### src/verilog/stepper_defines.svh
`ifndef STEPPER_DEFINES_SVH
`define STEPPER_DEFINES_SVH

// electrical position width for 256 microsteps per cycle.
`define STEPPER_POS_W 8

// quarter-wave cosine table entries.
`define STEPPER_COS_DEPTH 64

// off timer width.
`define STEPPER_OFF_W 10

// blank and minimum-on timer width.
`define STEPPER_TMR_W 8

`endif

### src/verilog/stepper_pkg.sv
`default_nettype none

`include "stepper_defines.svh"

package stepper_pkg;

  typedef enum logic [8:0] {
    CTRL      = 9'h000,
    OFFTIME   = 9'h004,
    BLANKTIME = 9'h008,
    FASTDECAY = 9'h00C,
    MINON     = 9'h010,
    CUR_SCALE = 9'h014,
    CP_PERIOD = 9'h018,
    STATUS    = 9'h01C,
    COS_TABLE = 9'h100  // table runs to 0x1fc.
  } reg_addr_e;

  typedef enum logic [1:0] {
    DRIVE,
    FAST,
    SLOW,
    OFF
  } decay_e;

  typedef struct packed {
    logic                      enable;
    logic                      invert_high;
    logic                      invert_low;
    logic [`STEPPER_OFF_W-1:0] off_time;
    logic [`STEPPER_TMR_W-1:0] blank_time;
    logic [`STEPPER_OFF_W-1:0] fastdecay_thr;
    logic [`STEPPER_TMR_W-1:0] min_on_time;
    logic [7:0]                cur_scale;
    logic [7:0]                cp_period;
  } cfg_t;

  typedef struct packed {
    logic [1:0] high;
    logic [1:0] low;
  } coil_drive_t;

  typedef struct packed {
    logic       reverse;
    logic [7:0] setpoint;
    logic       new_dir;  // one cycle on polarity flip.
  } coil_cmd_t;

endpackage

`default_nettype wire

### src/verilog/charge_pump.sv
`timescale 1ns/1ns
`default_nettype none

module charge_pump (
  input  wire       clk,
  input  wire       resetn,
  input  wire [7:0] period,
  output logic      pump
);

  logic [7:0] cnt;

  always_ff @(posedge clk) begin
    if (!resetn || period == '0) begin
      cnt  <= '0;
      pump <= 1'b0;  // parked low when unused.
    end else if (cnt == '0) begin
      cnt  <= period;
      pump <= ~pump;
    end else begin
      cnt <= cnt - 1'b1;
    end
  end

endmodule

`default_nettype wire

### src/verilog/coil_chopper.sv
`timescale 1ns/1ns
`default_nettype none

`include "stepper_defines.svh"

module coil_chopper (
  input  wire                      clk,
  input  wire                      resetn,
  input  stepper_pkg::cfg_t        cfg,
  input  stepper_pkg::coil_cmd_t   cmd,
  input  wire                      cmp,
  output stepper_pkg::coil_drive_t drive,
  output logic                     fault_event
);

  logic [`STEPPER_TMR_W-1:0] blank_tmr;
  logic [`STEPPER_TMR_W-1:0] minon_tmr;
  logic [`STEPPER_OFF_W-1:0] off_tmr;
  logic [`STEPPER_OFF_W-1:0] off_next;
  stepper_pkg::decay_e       mode;
  stepper_pkg::decay_e       mode_next;
  logic                      trip;
  logic                      pol;

  // comparator only counts once blanking has run out.
  assign trip = cmp && (blank_tmr == '0);

  always_comb begin
    off_next = off_tmr;
    if (off_tmr != '0) begin
      off_next = off_tmr - 1'b1;
    end else if (trip) begin
      off_next = cfg.off_time;
    end
  end

  always_comb begin
    if (!cfg.enable) begin
      mode_next = stepper_pkg::OFF;
    end else if (off_next == '0) begin
      mode_next = stepper_pkg::DRIVE;
    end else if (off_next >= cfg.fastdecay_thr) begin
      mode_next = stepper_pkg::FAST;  // early part of off time.
    end else begin
      mode_next = stepper_pkg::SLOW;
    end
  end

  always_ff @(posedge clk) begin
    if (!resetn) begin
      blank_tmr <= '0;
      minon_tmr <= '0;
      off_tmr   <= '0;
      mode      <= stepper_pkg::OFF;
    end else begin
      off_tmr <= off_next;
      mode    <= mode_next;
      if (cmd.new_dir) begin
        blank_tmr <= cfg.blank_time;
        minon_tmr <= cfg.min_on_time;
      end else begin
        if (blank_tmr != '0) begin
          blank_tmr <= blank_tmr - 1'b1;
        end
        if (minon_tmr != '0) begin
          minon_tmr <= minon_tmr - 1'b1;
        end
      end
    end
  end

  // trip before minimum-on has elapsed means a shorted coil.
  assign fault_event = cmp && (minon_tmr != '0);

  // fast decay drives the opposite polarity.
  assign pol = cmd.reverse ^ (mode == stepper_pkg::FAST);

  always_comb begin
    drive = '0;
    case (mode)
      stepper_pkg::DRIVE, stepper_pkg::FAST: begin
        drive.high = pol ? 2'b10 : 2'b01;
        drive.low  = pol ? 2'b01 : 2'b10;
      end
      stepper_pkg::SLOW: begin
        drive.low = 2'b11;  // recirculate through low side.
      end
      default: begin
        drive = '0;
      end
    endcase
  end

endmodule

`default_nettype wire

### src/verilog/current_ref_pwm.sv
`timescale 1ns/1ns
`default_nettype none

module current_ref_pwm (
  input  wire       clk,
  input  wire       resetn,
  input  wire [7:0] set_a,
  input  wire [7:0] set_b,
  output logic      ref_a,
  output logic      ref_b
);

  logic [7:0] cnt;
  logic [7:0] set_a_q;
  logic [7:0] set_b_q;

  always_ff @(posedge clk) begin
    if (!resetn) begin
      cnt     <= '0;
      set_a_q <= '0;
      set_b_q <= '0;
      ref_a   <= 1'b0;
      ref_b   <= 1'b0;
    end else begin
      cnt     <= cnt + 1'b1;  // wraps every 256.
      set_a_q <= set_a;
      set_b_q <= set_b;
      ref_a   <= cnt < set_a_q;
      ref_b   <= cnt < set_b_q;
    end
  end

endmodule

`default_nettype wire

### src/verilog/step_sequencer.sv
`timescale 1ns/1ns
`default_nettype none

`include "stepper_defines.svh"

module step_sequencer (
  input  wire                                   clk,
  input  wire                                   resetn,
  input  wire                                   step,
  input  wire                                   dir,
  input  stepper_pkg::cfg_t                     cfg,
  input  wire [7:0]                             cos_a,
  input  wire [7:0]                             cos_b,
  output logic [`STEPPER_POS_W-1:0]             position,
  output logic [$clog2(`STEPPER_COS_DEPTH)-1:0] idx_a,
  output logic [$clog2(`STEPPER_COS_DEPTH)-1:0] idx_b,
  output stepper_pkg::coil_cmd_t                cmd_a,
  output stepper_pkg::coil_cmd_t                cmd_b
);

  localparam int IDX_W = $clog2(`STEPPER_COS_DEPTH);

  logic [1:0]       step_sync;
  logic [1:0]       dir_sync;
  logic             step_d;
  logic             step_rise;
  logic [1:0]       quad;
  logic [IDX_W-1:0] offset;
  logic             rev_a;
  logic             rev_b;
  logic [15:0]      prod_a;
  logic [15:0]      prod_b;

  always_ff @(posedge clk) begin
    if (!resetn) begin
      step_sync <= '0;
      dir_sync  <= '0;
      step_d    <= 1'b0;
      step_rise <= 1'b0;
    end else begin
      step_sync <= {step_sync[0], step};
      dir_sync  <= {dir_sync[0], dir};
      step_d    <= step_sync[1];
      step_rise <= step_sync[1] & ~step_d;  // registered edge.
    end
  end

  always_ff @(posedge clk) begin
    if (!resetn) begin
      position <= '0;
    end else if (step_rise && cfg.enable) begin
      position <= dir_sync[1] ? position + 1'b1 : position - 1'b1;
    end
  end

  assign quad   = position[`STEPPER_POS_W-1 -: 2];
  assign offset = position[IDX_W-1:0];

  // odd quadrants run the quarter wave backwards for coil a.
  assign idx_a = quad[0] ? ~offset : offset;
  assign idx_b = quad[0] ? offset : ~offset;
  assign rev_a = quad[1] ^ quad[0];  // quadrants 1 and 2.
  assign rev_b = quad[1];            // quadrants 2 and 3.

  assign prod_a = cos_a * cfg.cur_scale;
  assign prod_b = cos_b * cfg.cur_scale;

  always_ff @(posedge clk) begin
    if (!resetn) begin
      cmd_a <= '0;
      cmd_b <= '0;
    end else begin
      cmd_a.setpoint <= prod_a[15:8];
      cmd_a.reverse  <= rev_a;
      cmd_a.new_dir  <= rev_a ^ cmd_a.reverse;
      cmd_b.setpoint <= prod_b[15:8];
      cmd_b.reverse  <= rev_b;
      cmd_b.new_dir  <= rev_b ^ cmd_b.reverse;
    end
  end

endmodule

`default_nettype wire

### src/verilog/stepper_regs.sv
`timescale 1ns/1ns
`default_nettype none

`include "stepper_defines.svh"

module stepper_regs (
  input  wire                                       clk,
  input  wire                                       resetn,
  input  wire [31:0]                                s_awaddr,
  input  wire                                       s_awvalid,
  output logic                                      s_awready,
  input  wire [31:0]                                s_wdata,
  input  wire [3:0]                                 s_wstrb,
  input  wire                                       s_wvalid,
  output logic                                      s_wready,
  output logic [1:0]                                s_bresp,
  output logic                                      s_bvalid,
  input  wire                                       s_bready,
  input  wire [31:0]                                s_araddr,
  input  wire                                       s_arvalid,
  output logic                                      s_arready,
  output logic [31:0]                               s_rdata,
  output logic [1:0]                                s_rresp,
  output logic                                      s_rvalid,
  input  wire                                       s_rready,
  input  wire [`STEPPER_POS_W-1:0]                  position,
  input  wire                                       fault,
  input  wire [$clog2(`STEPPER_COS_DEPTH)-1:0]      idx_a,
  input  wire [$clog2(`STEPPER_COS_DEPTH)-1:0]      idx_b,
  output stepper_pkg::cfg_t                         cfg,
  output logic [7:0]                                cos_a,
  output logic [7:0]                                cos_b
);

  localparam logic [1:0] RESP_OKAY   = 2'b00;
  localparam logic [1:0] RESP_SLVERR = 2'b10;

  typedef enum logic [1:0] {W_IDLE, W_ACCEPT, W_RESP} wr_state_e;
  typedef enum logic [1:0] {R_IDLE, R_ACCEPT, R_RESP} rd_state_e;

  wr_state_e              w_state;
  rd_state_e              r_state;
  stepper_pkg::reg_addr_e wr_reg;
  stepper_pkg::reg_addr_e rd_reg;
  logic                   wr_tbl;
  logic                   rd_tbl;
  logic [31:0]            rd_data;
  logic                   rd_err;
  logic [7:0]             cos_mem [`STEPPER_COS_DEPTH];

  assign wr_reg = stepper_pkg::reg_addr_e'(s_awaddr[8:0]);
  assign rd_reg = stepper_pkg::reg_addr_e'(s_araddr[8:0]);
  assign wr_tbl = (s_awaddr[31:9] == '0) && (s_awaddr[8:0] >= stepper_pkg::COS_TABLE);
  assign rd_tbl = (s_araddr[31:9] == '0) && (s_araddr[8:0] >= stepper_pkg::COS_TABLE);

  assign cos_a = cos_mem[idx_a];
  assign cos_b = cos_mem[idx_b];

  always_ff @(posedge clk) begin
    if (w_state == W_ACCEPT && wr_tbl) begin
      cos_mem[s_awaddr[7:2]] <= s_wdata[7:0];
    end
  end

  always_ff @(posedge clk) begin
    if (!resetn) begin
      w_state   <= W_IDLE;
      s_awready <= 1'b0;
      s_wready  <= 1'b0;
      s_bvalid  <= 1'b0;
      s_bresp   <= RESP_OKAY;
      cfg       <= '0;
    end else begin
      case (w_state)
        W_IDLE: begin
          if (s_awvalid && s_wvalid) begin  // both channels together.
            s_awready <= 1'b1;
            s_wready  <= 1'b1;
            w_state   <= W_ACCEPT;
          end
        end
        W_ACCEPT: begin
          s_awready <= 1'b0;
          s_wready  <= 1'b0;
          s_bvalid  <= 1'b1;
          s_bresp   <= RESP_OKAY;
          w_state   <= W_RESP;
          if (s_awaddr[31:9] != '0) begin
            s_bresp <= RESP_SLVERR;
          end else if (!wr_tbl) begin
            case (wr_reg)
              stepper_pkg::CTRL: begin
                cfg.enable      <= s_wdata[0];
                cfg.invert_high <= s_wdata[1];
                cfg.invert_low  <= s_wdata[2];
              end
              stepper_pkg::OFFTIME:   cfg.off_time      <= s_wdata[`STEPPER_OFF_W-1:0];
              stepper_pkg::BLANKTIME: cfg.blank_time    <= s_wdata[`STEPPER_TMR_W-1:0];
              stepper_pkg::FASTDECAY: cfg.fastdecay_thr <= s_wdata[`STEPPER_OFF_W-1:0];
              stepper_pkg::MINON:     cfg.min_on_time   <= s_wdata[`STEPPER_TMR_W-1:0];
              stepper_pkg::CUR_SCALE: cfg.cur_scale     <= s_wdata[7:0];
              stepper_pkg::CP_PERIOD: cfg.cp_period     <= s_wdata[7:0];
              stepper_pkg::STATUS:    ;  // read only so the write is dropped.
              default:                s_bresp <= RESP_SLVERR;
            endcase
          end
        end
        W_RESP: begin
          if (s_bready) begin
            s_bvalid <= 1'b0;
            w_state  <= W_IDLE;
          end
        end
        default: w_state <= W_IDLE;
      endcase
    end
  end

  always_comb begin
    rd_data = '0;
    rd_err  = 1'b0;
    if (s_araddr[31:9] != '0) begin
      rd_err = 1'b1;
    end else if (rd_tbl) begin
      rd_data = {24'b0, cos_mem[s_araddr[7:2]]};
    end else begin
      case (rd_reg)
        stepper_pkg::CTRL:      rd_data = {29'b0, cfg.invert_low, cfg.invert_high, cfg.enable};
        stepper_pkg::OFFTIME:   rd_data = {{(32-`STEPPER_OFF_W){1'b0}}, cfg.off_time};
        stepper_pkg::BLANKTIME: rd_data = {{(32-`STEPPER_TMR_W){1'b0}}, cfg.blank_time};
        stepper_pkg::FASTDECAY: rd_data = {{(32-`STEPPER_OFF_W){1'b0}}, cfg.fastdecay_thr};
        stepper_pkg::MINON:     rd_data = {{(32-`STEPPER_TMR_W){1'b0}}, cfg.min_on_time};
        stepper_pkg::CUR_SCALE: rd_data = {24'b0, cfg.cur_scale};
        stepper_pkg::CP_PERIOD: rd_data = {24'b0, cfg.cp_period};
        stepper_pkg::STATUS:    rd_data = {{(31-`STEPPER_POS_W){1'b0}}, fault, position};
        default:                rd_err  = 1'b1;
      endcase
    end
  end

  always_ff @(posedge clk) begin
    if (!resetn) begin
      r_state   <= R_IDLE;
      s_arready <= 1'b0;
      s_rvalid  <= 1'b0;
      s_rresp   <= RESP_OKAY;
      s_rdata   <= '0;
    end else begin
      case (r_state)
        R_IDLE: begin
          if (s_arvalid) begin
            s_arready <= 1'b1;
            r_state   <= R_ACCEPT;
          end
        end
        R_ACCEPT: begin
          s_arready <= 1'b0;
          s_rvalid  <= 1'b1;
          s_rdata   <= rd_data;
          s_rresp   <= rd_err ? RESP_SLVERR : RESP_OKAY;
          r_state   <= R_RESP;
        end
        R_RESP: begin
          if (s_rready) begin
            s_rvalid <= 1'b0;
            r_state  <= R_IDLE;
          end
        end
        default: r_state <= R_IDLE;
      endcase
    end
  end

endmodule

`default_nettype wire

### src/verilog/stepper_top.sv
`timescale 1ns/1ns
`default_nettype none

`include "stepper_defines.svh"

module stepper_top (
  input  wire        clk,
  input  wire        resetn,
  input  wire        step,
  input  wire        dir,
  input  wire        cmp_a,
  input  wire        cmp_b,
  input  wire [31:0] s_awaddr,
  input  wire        s_awvalid,
  output logic       s_awready,
  input  wire [31:0] s_wdata,
  input  wire [3:0]  s_wstrb,
  input  wire        s_wvalid,
  output logic       s_wready,
  output logic [1:0] s_bresp,
  output logic       s_bvalid,
  input  wire        s_bready,
  input  wire [31:0] s_araddr,
  input  wire        s_arvalid,
  output logic       s_arready,
  output logic [31:0] s_rdata,
  output logic [1:0] s_rresp,
  output logic       s_rvalid,
  input  wire        s_rready,
  output logic [3:0] s_h,
  output logic [3:0] s_l,
  output logic       ref_a,
  output logic       ref_b,
  output logic       chargepump_out
);

  stepper_pkg::cfg_t                          cfg;
  stepper_pkg::coil_cmd_t                     cmd_a;
  stepper_pkg::coil_cmd_t                     cmd_b;
  stepper_pkg::coil_drive_t                   drive_a;
  stepper_pkg::coil_drive_t                   drive_b;
  stepper_pkg::coil_drive_t [1:0]             gate;  // index 0 is coil a.
  logic [`STEPPER_POS_W-1:0]                  position;
  logic [$clog2(`STEPPER_COS_DEPTH)-1:0]      idx_a;
  logic [$clog2(`STEPPER_COS_DEPTH)-1:0]      idx_b;
  logic [7:0]                                 cos_a;
  logic [7:0]                                 cos_b;
  logic                                       fault_ev_a;
  logic                                       fault_ev_b;
  logic                                       fault_q;

  stepper_regs regs_i (
    .clk(clk), .resetn(resetn),
    .s_awaddr(s_awaddr), .s_awvalid(s_awvalid), .s_awready(s_awready),
    .s_wdata(s_wdata), .s_wstrb(s_wstrb), .s_wvalid(s_wvalid), .s_wready(s_wready),
    .s_bresp(s_bresp), .s_bvalid(s_bvalid), .s_bready(s_bready),
    .s_araddr(s_araddr), .s_arvalid(s_arvalid), .s_arready(s_arready),
    .s_rdata(s_rdata), .s_rresp(s_rresp), .s_rvalid(s_rvalid), .s_rready(s_rready),
    .position(position), .fault(fault_q), .idx_a(idx_a), .idx_b(idx_b),
    .cfg(cfg), .cos_a(cos_a), .cos_b(cos_b)
  );

  step_sequencer seq_i (
    .clk(clk), .resetn(resetn), .step(step), .dir(dir), .cfg(cfg),
    .cos_a(cos_a), .cos_b(cos_b), .position(position),
    .idx_a(idx_a), .idx_b(idx_b), .cmd_a(cmd_a), .cmd_b(cmd_b)
  );

  coil_chopper chop_a (
    .clk(clk), .resetn(resetn), .cfg(cfg), .cmd(cmd_a), .cmp(cmp_a),
    .drive(drive_a), .fault_event(fault_ev_a)
  );

  coil_chopper chop_b (
    .clk(clk), .resetn(resetn), .cfg(cfg), .cmd(cmd_b), .cmp(cmp_b),
    .drive(drive_b), .fault_event(fault_ev_b)
  );

  current_ref_pwm pwm_i (
    .clk(clk), .resetn(resetn), .set_a(cmd_a.setpoint), .set_b(cmd_b.setpoint),
    .ref_a(ref_a), .ref_b(ref_b)
  );

  charge_pump cp_i (
    .clk(clk), .resetn(resetn), .period(cfg.cp_period), .pump(chargepump_out)
  );

  always_ff @(posedge clk) begin
    if (!resetn) begin
      fault_q <= 1'b0;
    end else if (fault_ev_a || fault_ev_b) begin
      fault_q <= 1'b1;  // sticky until reset.
    end
  end

  always_ff @(posedge clk) begin
    if (!resetn || fault_q || !cfg.enable) begin
      gate <= '0;
    end else begin
      gate <= {drive_b, drive_a};
    end
  end

  assign s_h = {gate[1].high, gate[0].high} ^ {4{cfg.invert_high}};
  assign s_l = {gate[1].low, gate[0].low} ^ {4{cfg.invert_low}};

endmodule

`default_nettype wire
### config.mk
export PLATFORM = sky130hd
export DESIGN_NAME = stepper_top
export DESIGN_NICKNAME = d
export VERILOG_FILES = /design/src/verilog/stepper_pkg.sv /design/src/verilog/charge_pump.sv /design/src/verilog/coil_chopper.sv /design/src/verilog/current_ref_pwm.sv /design/src/verilog/step_sequencer.sv /design/src/verilog/stepper_regs.sv /design/src/verilog/stepper_top.sv
export VERILOG_INCLUDE_DIRS = /design/src /design/src/verilog
export SDC_FILE = /design/constraint.sdc
export NUM_CORES = 2
export LEC_CHECK = 0
export BUFFER_PORTS_ARGS = -buffer_cell sky130_fd_sc_hd__buf_2
export CORE_UTILIZATION = 30
export CTS_CLUSTER_DIAMETER = 100
export DETAILED_ROUTE_END_ITERATION = 10
export GPL_TIMING_DRIVEN = 0
export PLACE_DENSITY = 0.54
export SYNTH_ARGS = -nofsm -noshare
export SYNTH_HDL_FRONTEND = slang
export SYNTH_SLANG_ARGS = --single-unit
### constraint.sdc
create_clock -name clk -period 7.16 [get_ports clk]
set_clock_uncertainty 0.05 [all_clocks]
set_input_delay 2.148 -clock clk [delete_from_list [all_inputs] [get_ports clk]]
set_output_delay 2.148 -clock clk [all_outputs]
set_load 0.05 [all_outputs]
Yosys cells after proc, flatten, opt, wreduce, memory -nomap -nowiden
Memory sizes are Yosys's and may differ from the RTL's. Index checks and enable logic that the tools add are counted.

Memory bits (writable): 512. Memories: 1. Output and inout port bits: 52. Word-level logic and storage cells: 226. Bits in read-only memories: 0. Register bits after elaboration: 233. Bits in latches: 0. Bits of input ports: 111.

Memory list: regs_i.cos_mem (depth 64, bits a word 8, read ports 3, clocked after Yosys merged registers in 0, write ports 1, RTL line stepper_regs.sv:49) `` logic [7:0] cos_mem [`STEPPER_COS_DEPTH]; ``.

Eq/ne operators: 26. Div/mod/pow operators: 0. Reduce and logical (&&, ||, !) cells: 65. Multiplexer cells: 52. Magnitude comparators: 6. Shift-type cells: 0. Add/sub/neg operators: 10. Bitwise gates (word level): 15. $mul: 2.

Operator list (count): $mux W8 (10); $pmux W10 S8 (1); $eq A9 B5 Y1 const B (8); $mux W32 (2); $sub A8 B1 Y8 const B (6); $logic_not A23 Y1 (2); $reduce_bool A23 Y1 (2); $mux W10 (4); $eq A9 B4 Y1 const B (4); $logic_not A8 Y1 (4); $mul A8 B8 Y16 (2); $mux W2 (16); $reduce_bool A8 Y1 (4); $reduce_and A4 Y1 (7); $ge A10 B10 Y1 (2); $logic_not A10 Y1 (2); $reduce_bool A10 Y1 (2); $sub A10 B1 Y10 const B (2); $eq A9 B3 Y1 const B (2); $ge A9 B9 Y1 const B (2); $logic_not A9 Y1 (2); $add A8 B1 Y8 const B (2); $lt A8 B8 Y1 (2); $reduce_bool A2 Y1 (8); other kinds (21) (78).

Logic depth before layout (Yosys ltp)
Depth after elaboration: 7. Gate-level depth with buffers: 31. Depth with buffers taken out: 26.

Hierarchy
A second synthesis with hierarchy kept.

Cells, all modules: 2975. Area, all modules: 42585.8 um^2.

By module, submodules not included: stepper_regs (cells each 1707, area each 31356.3 um^2, sequential area each 16876.2 um^2, instances 1); step_sequencer (cells each 576, area each 5197.5 um^2, sequential area each 680.7 um^2, instances 1); coil_chopper (chop_b) (cells each 252, area each 2074.5 um^2, sequential area each 560.5 um^2, instances 1); coil_chopper (chop_a) (cells each 248, area each 2003.2 um^2, sequential area each 560.5 um^2, instances 1); current_ref_pwm (cells each 112, area each 1121.1 um^2, sequential area each 520.5 um^2, instances 1); charge_pump (cells each 54, area each 494.2 um^2, sequential area each 180.2 um^2, instances 1); stepper_top (cells each 26, area each 339.1 um^2, sequential area each 180.2 um^2, instances 1).

Worst setup path after synthesis
No wires, ideal clock.

Path kind: flip-flop to flip-flop. From: reg seq_i.position[6]. To: reg seq_i.cmd_a[8] (netlist name). Setup time: 0.121 ns. Clock period less this slack: 6.670 ns. Data arrival time: 6.498 ns. Required time: 6.989 ns. Setup slack: 0.490 ns. Buffers on the path: 7. Stages on the path, launching flop included: 29. Cells stage by stage: dfxtp_1 buf_6 buf_6 buf_6 buf_12 xor2_4 buf_6 buf_6 buf_4 mux4_2 nand2_1 nand2_1 o211ai_1 a31oi_2 and2_1 fa_1 inv_1 fa_1 inv_1 fa_1 fa_1 ha_1 a2111oi_0 inv_1 a21o_1 a41oi_2 a21oi_2 o22ai_1 mux2_4.

Longest elaborated chain between the ends: 3.

RTL lines: from (decl) (RTL line step_sequencer.sv:14) `` output logic [`STEPPER_POS_W-1:0] position, ``; from (signal assigned) (RTL line step_sequencer.sv:52) `position <= dir_sync[1] ? position + 1'b1 : position - 1'b1;`; $mux W6 (RTL line step_sequencer.sv:60) `assign idx_a = quad[0] ? ~offset : offset;`; $mem_v2 Z64 W8; $mul A8 B8 Y16 (RTL line step_sequencer.sv:65) `assign prod_a = cos_a * cfg.cur_scale;`.

Every way passes these cells. A chain may end at the register's enable or synchronous reset.

Worst setup path in the final report
From: reg seq_i.position[6]. To: reg seq_i.cmd_b[6] (netlist name).

Longest elaborated chain between the ends: 3.

RTL lines: $mux W6 (RTL line step_sequencer.sv:61) `assign idx_b = quad[0] ? offset : ~offset;`; $mem_v2 Z64 W8; $mul A8 B8 Y16 (RTL line step_sequencer.sv:66) `assign prod_b = cos_b * cfg.cur_scale;`.

Every way passes these cells.

==> flow_summary.json <==
{
  "slowest_stage": "o211ai_1",
  "grt_max_degree": 72,
  "clk_latency_ns": 0.71,
  "final_cell_mix": "edfxtp_1, mux4_2, nand2_1, nor2_1, dfxtp_1",
  "fin_hold_ws_ns": 0.362,
  "dr.pass1.iters": 9,
  "final_nets": 4276,
  "remaining_drc_errors": 0,
  "worstHoldPathCells": 1,
  "path_clk_slew_ns": 0.07,
  "viasPerCell": 5.88,
  "met2_usage": 0.368,
  "wl_per_cell_um": 30.8,
  "maxCapViolCount": 0,
  "timing.fmax_mhz": 138,
  "critPathMaxStageDelay_ns": 0.67,
  "synth_edf_count": 512,
  "min_period_ns": 7.27,
  "timing_worst_setup_path_type": "reg -> reg",
  "synthesis.area_um2": 45100,
  "groute.layer.met1.usage": 0.306,
  "dr_total_vias": 35500,
  "placed_area_um2": 48300,
  "met3_usage": 0.0654,
  "arrival_ns": 7.75,
  "p_per_area_nw_per_um2": 200,
  "synth.distinct_cells": 98,
  "dpl.hpwl_mm": 137,
  "p_leak_nw": 18.9,
  "slew_violations": 0,
  "grt_pass1_wl_mm": 259,
  "synth_cells": 3663,
  "crit_path_end_kind": "flip-flop",
  "ir_drop_v": 0.000207,
  "outcome": "finished, violations left",
  "dp_cells": 5795,
  "cp.required_ns": 7.63,
  "top_usage_layer": "met2",
  "combPwrFrac": 0.171,
  "seqPwrFrac": 0.442,
  "start_kind": "flip-flop",
  "yosys_warnings": 0,
  "drt_iter0_markers": 5157,
  "reg2reg_depth": 28,
  "cts_num_sinks": 721,
  "crit_top_cell": "buf_12",
  "ant_nets": 0,
  "grt_use_total": 0.240,
  "p_clk_frac": 0.387,
  "slew_headroom": 0.0305,
  "die_area_um2": 152000,
  "wirelength_mm": 186,
  "min_from": "seq_i.step_d",
  "ys_seq_area_frac": 0.434,
  "root_buffer": "clkbuf_16",
  "cts_hold_buf": 0,
  "synthToLayoutAreaGrowth_pct": 18.0,
  "whs_endpoint": "seq_i.step_rise",
  "post-route-period-util": 1.02,
  "r2r_end": "seq_i.cmd_b[6]",
  "ys_seq_elements": 721,
  "hold_viol_final": 0,
  "rsz0062_at_grt": "yes",
  "numCtsBuffers": 76,
  "setup_violations": 7,
  "cts_max_level": 3,
  "tightest_slew_ns": 1.45,
  "ios": 163,
  "violations": "negative setup slack",
  "p_int_w": 0.00765,
  "instances_no_fill": 6044,
  "finalWorstSetupSlack_ns": -0.112,
  "crit_fanout": 6,
  "core-area_um2": 149000,
  "switching_share": 0.280,
  "start_util": 0.304,
  "fp.dieH_um": 390,
  "portBuffers": 103,
  "grt_overflow": 0,
  "power_switching_w": 0.00297,
  "finalInstanceArea_um2": 53200,
  "ys.flop_type": "edfxtp_1",
  "layout_commonest_cell": "edfxtp_1",
  "synth.avg_cell_area_um2": 12.3,
  "tritoncts": "yes",
  "hold_class": "reg -> reg",
  "drive_gt1_frac": 0.267,
  "grt_pass1_vias": 34200,
  "die_x_um": 390,
  "gp_congestion": 1.08,
  "rrSetupSlack_ns": -0.11,
  "ys_async_sr_fraction": 0,
  "fin_total_pwr_w": 0.0106,
  "clockBufferDepth": 3,
  "reg2reg_from": "seq_i.position[6]",
  "grt_antenna_before_repair": 14,
  "rows": 141
}
cells by family (layout without fill, tap and decap cells):
group                    Yosys count  count (layout)  share of synthesized area
XOR/XNOR                          68              68                     0.0136
other                              1              32                  0.0000832
AO/OA/AOI/OAI                    576             576                     0.0884
flip-flops                       721             721                      0.434
AND/OR/NAND/NOR                 1132            1132                      0.122
adder cells (fa/ha/maj)          188             188                     0.0640
multiplexers                     548             548                      0.231
buffers and inverters            429             777                     0.0471
worst max-delay path, delay by kind of cell (launching register included):
family	cells	cell delay, ns
AO/OA/AOI/OAI	5	1.76
XOR/XNOR	1	0.25
adder cells (fa/ha/maj)	5	2.22
buffers and inverters	10	1.31
flip-flops	1	0.38
multiplexers	1	0.53
AND/OR/NAND/NOR	6	0.61
what timing repair did:
action	CTS	global route
setup endpoints to repair	16	15
pin swaps	60	57
resized for setup	262	97
cloned	1	0
setup buffers	73	38
endpoints found under the hold margin	0	0
layer usage:
| metal | wire length, um | vias to the layer above |
|---|---|---|
| met3 | 20800 | 579 |
| met4 | 12000 | 10 |
| li1 | - | 14600 |
| met2 | 82800 | 2486 |
| met5 | 192 | - |
| met1 | 70300 | 17800 |
metrics by stage:
stage | worst slack (ns) | util | TNS [ns]
2_1_floorplan | 0.490 | - | 0
3_3_place_gp | -2.63 | 0.324 | -35.36
3_5_place_dp | -2.64 | 0.325 | -35.18
4_1_cts | -0.159 | 0.354 | -0.428
5_1_grt | -0.200 | 0.358 | -1.05
6_report | -0.112 | 0.358 | -0.348
cells in the mapped netlist (all sizes together) (7+ instances only):
master,instances,area (um2)
nor2,284,1070
fa,71,1420
o211a,7,70.1
xnor2,32,280
o211ai,55,418
a211oi,52,400
a22oi,31,238
nand3,98,490
clkbuf,147,552
a221oi,8,70.1
mux2,8,93.8
inv,139,522
buf,142,1050
a21oi,132,687
nand2,315,1180
and3,22,138
mux4,392,8830
o21ai,118,594
xor2,36,334
dfxtp,209,4180
a21o,22,165
o22ai,12,75.1
mux2i,148,1480
o221ai,20,181
nor4,22,144
nor2b,27,169
and2,155,970
nor3b,20,150
nor3,69,355
or3,11,68.8
a31oi,28,234
a311oi,27,236
nand2b,53,332
nand4,7,58.8
edfxtp,512,15400
ha,117,1460
or2,7,43.8
o221a,7,78.8
or4,9,67.6
nand3b,15,113
state kept, by name, indices dropped and copies added (netlist names), 8 cells and up:
signal and flops:
regs_i.cos_mem 512, seq_i.cmd_a 10, chop_b.blank_tmr 8, pwm_i.cnt 8, chop_a.off_tmr 10, pwm_i.set_b_q 8, regs_i.cfg 55, chop_b.minon_tmr 8
chop_a.blank_tmr 8, seq_i.position 8, gate 8, regs_i.s_rdata 10, cp_i.cnt 8, pwm_i.set_a_q 8, chop_a.minon_tmr 8, seq_i.cmd_b 10
chop_b.off_tmr 10
final cells by class:
cell class                 instances  area [um2]
clock inverter                    44         500
tap                             2002        2500
multi-input combinational       2536       24200
antenna                            8        20.0
clock buffer                      91        2030
sequential                       721       19600
fill                           14500       95400
inverter                         140         526
buffer                           283        2100
timing repair buffer             219        1700
power groups by stage:
stage	combinational (W)	sequential [W]	clock, W
after global placement	0.00177	0.00479	0
after detailed placement	0.00178	0.00479	0
after floorplan	0.00131	0.00477	0
final	0.00182	0.00470	0.00411
after CTS	0.00180	0.00470	0.00414
after global routing	0.00202	0.00471	0.00428
worst max-delay path by stage:
| stage | start | endpoint | slack, ns | cells past startpoint |
|---|---|---|---|---|
| floorplan | seq_i.position[6] | seq_i.cmd_a[8] | 0.49 | 28 |
| global placement | seq_i.position[6] | seq_i.cmd_a[8] | -2.63 | 27 |
| detailed placement | seq_i.position[6] | seq_i.cmd_a[8] | -2.64 | 27 |
| CTS | seq_i.position[6] | seq_i.cmd_a[8] | -0.16 | 28 |
| global route | seq_i.position[1] | seq_i.cmd_b[5] | -0.20 | 29 |
| finish | seq_i.position[6] | seq_i.cmd_b[6] | -0.11 | 28 |
(Power assumes the default switching activity.)
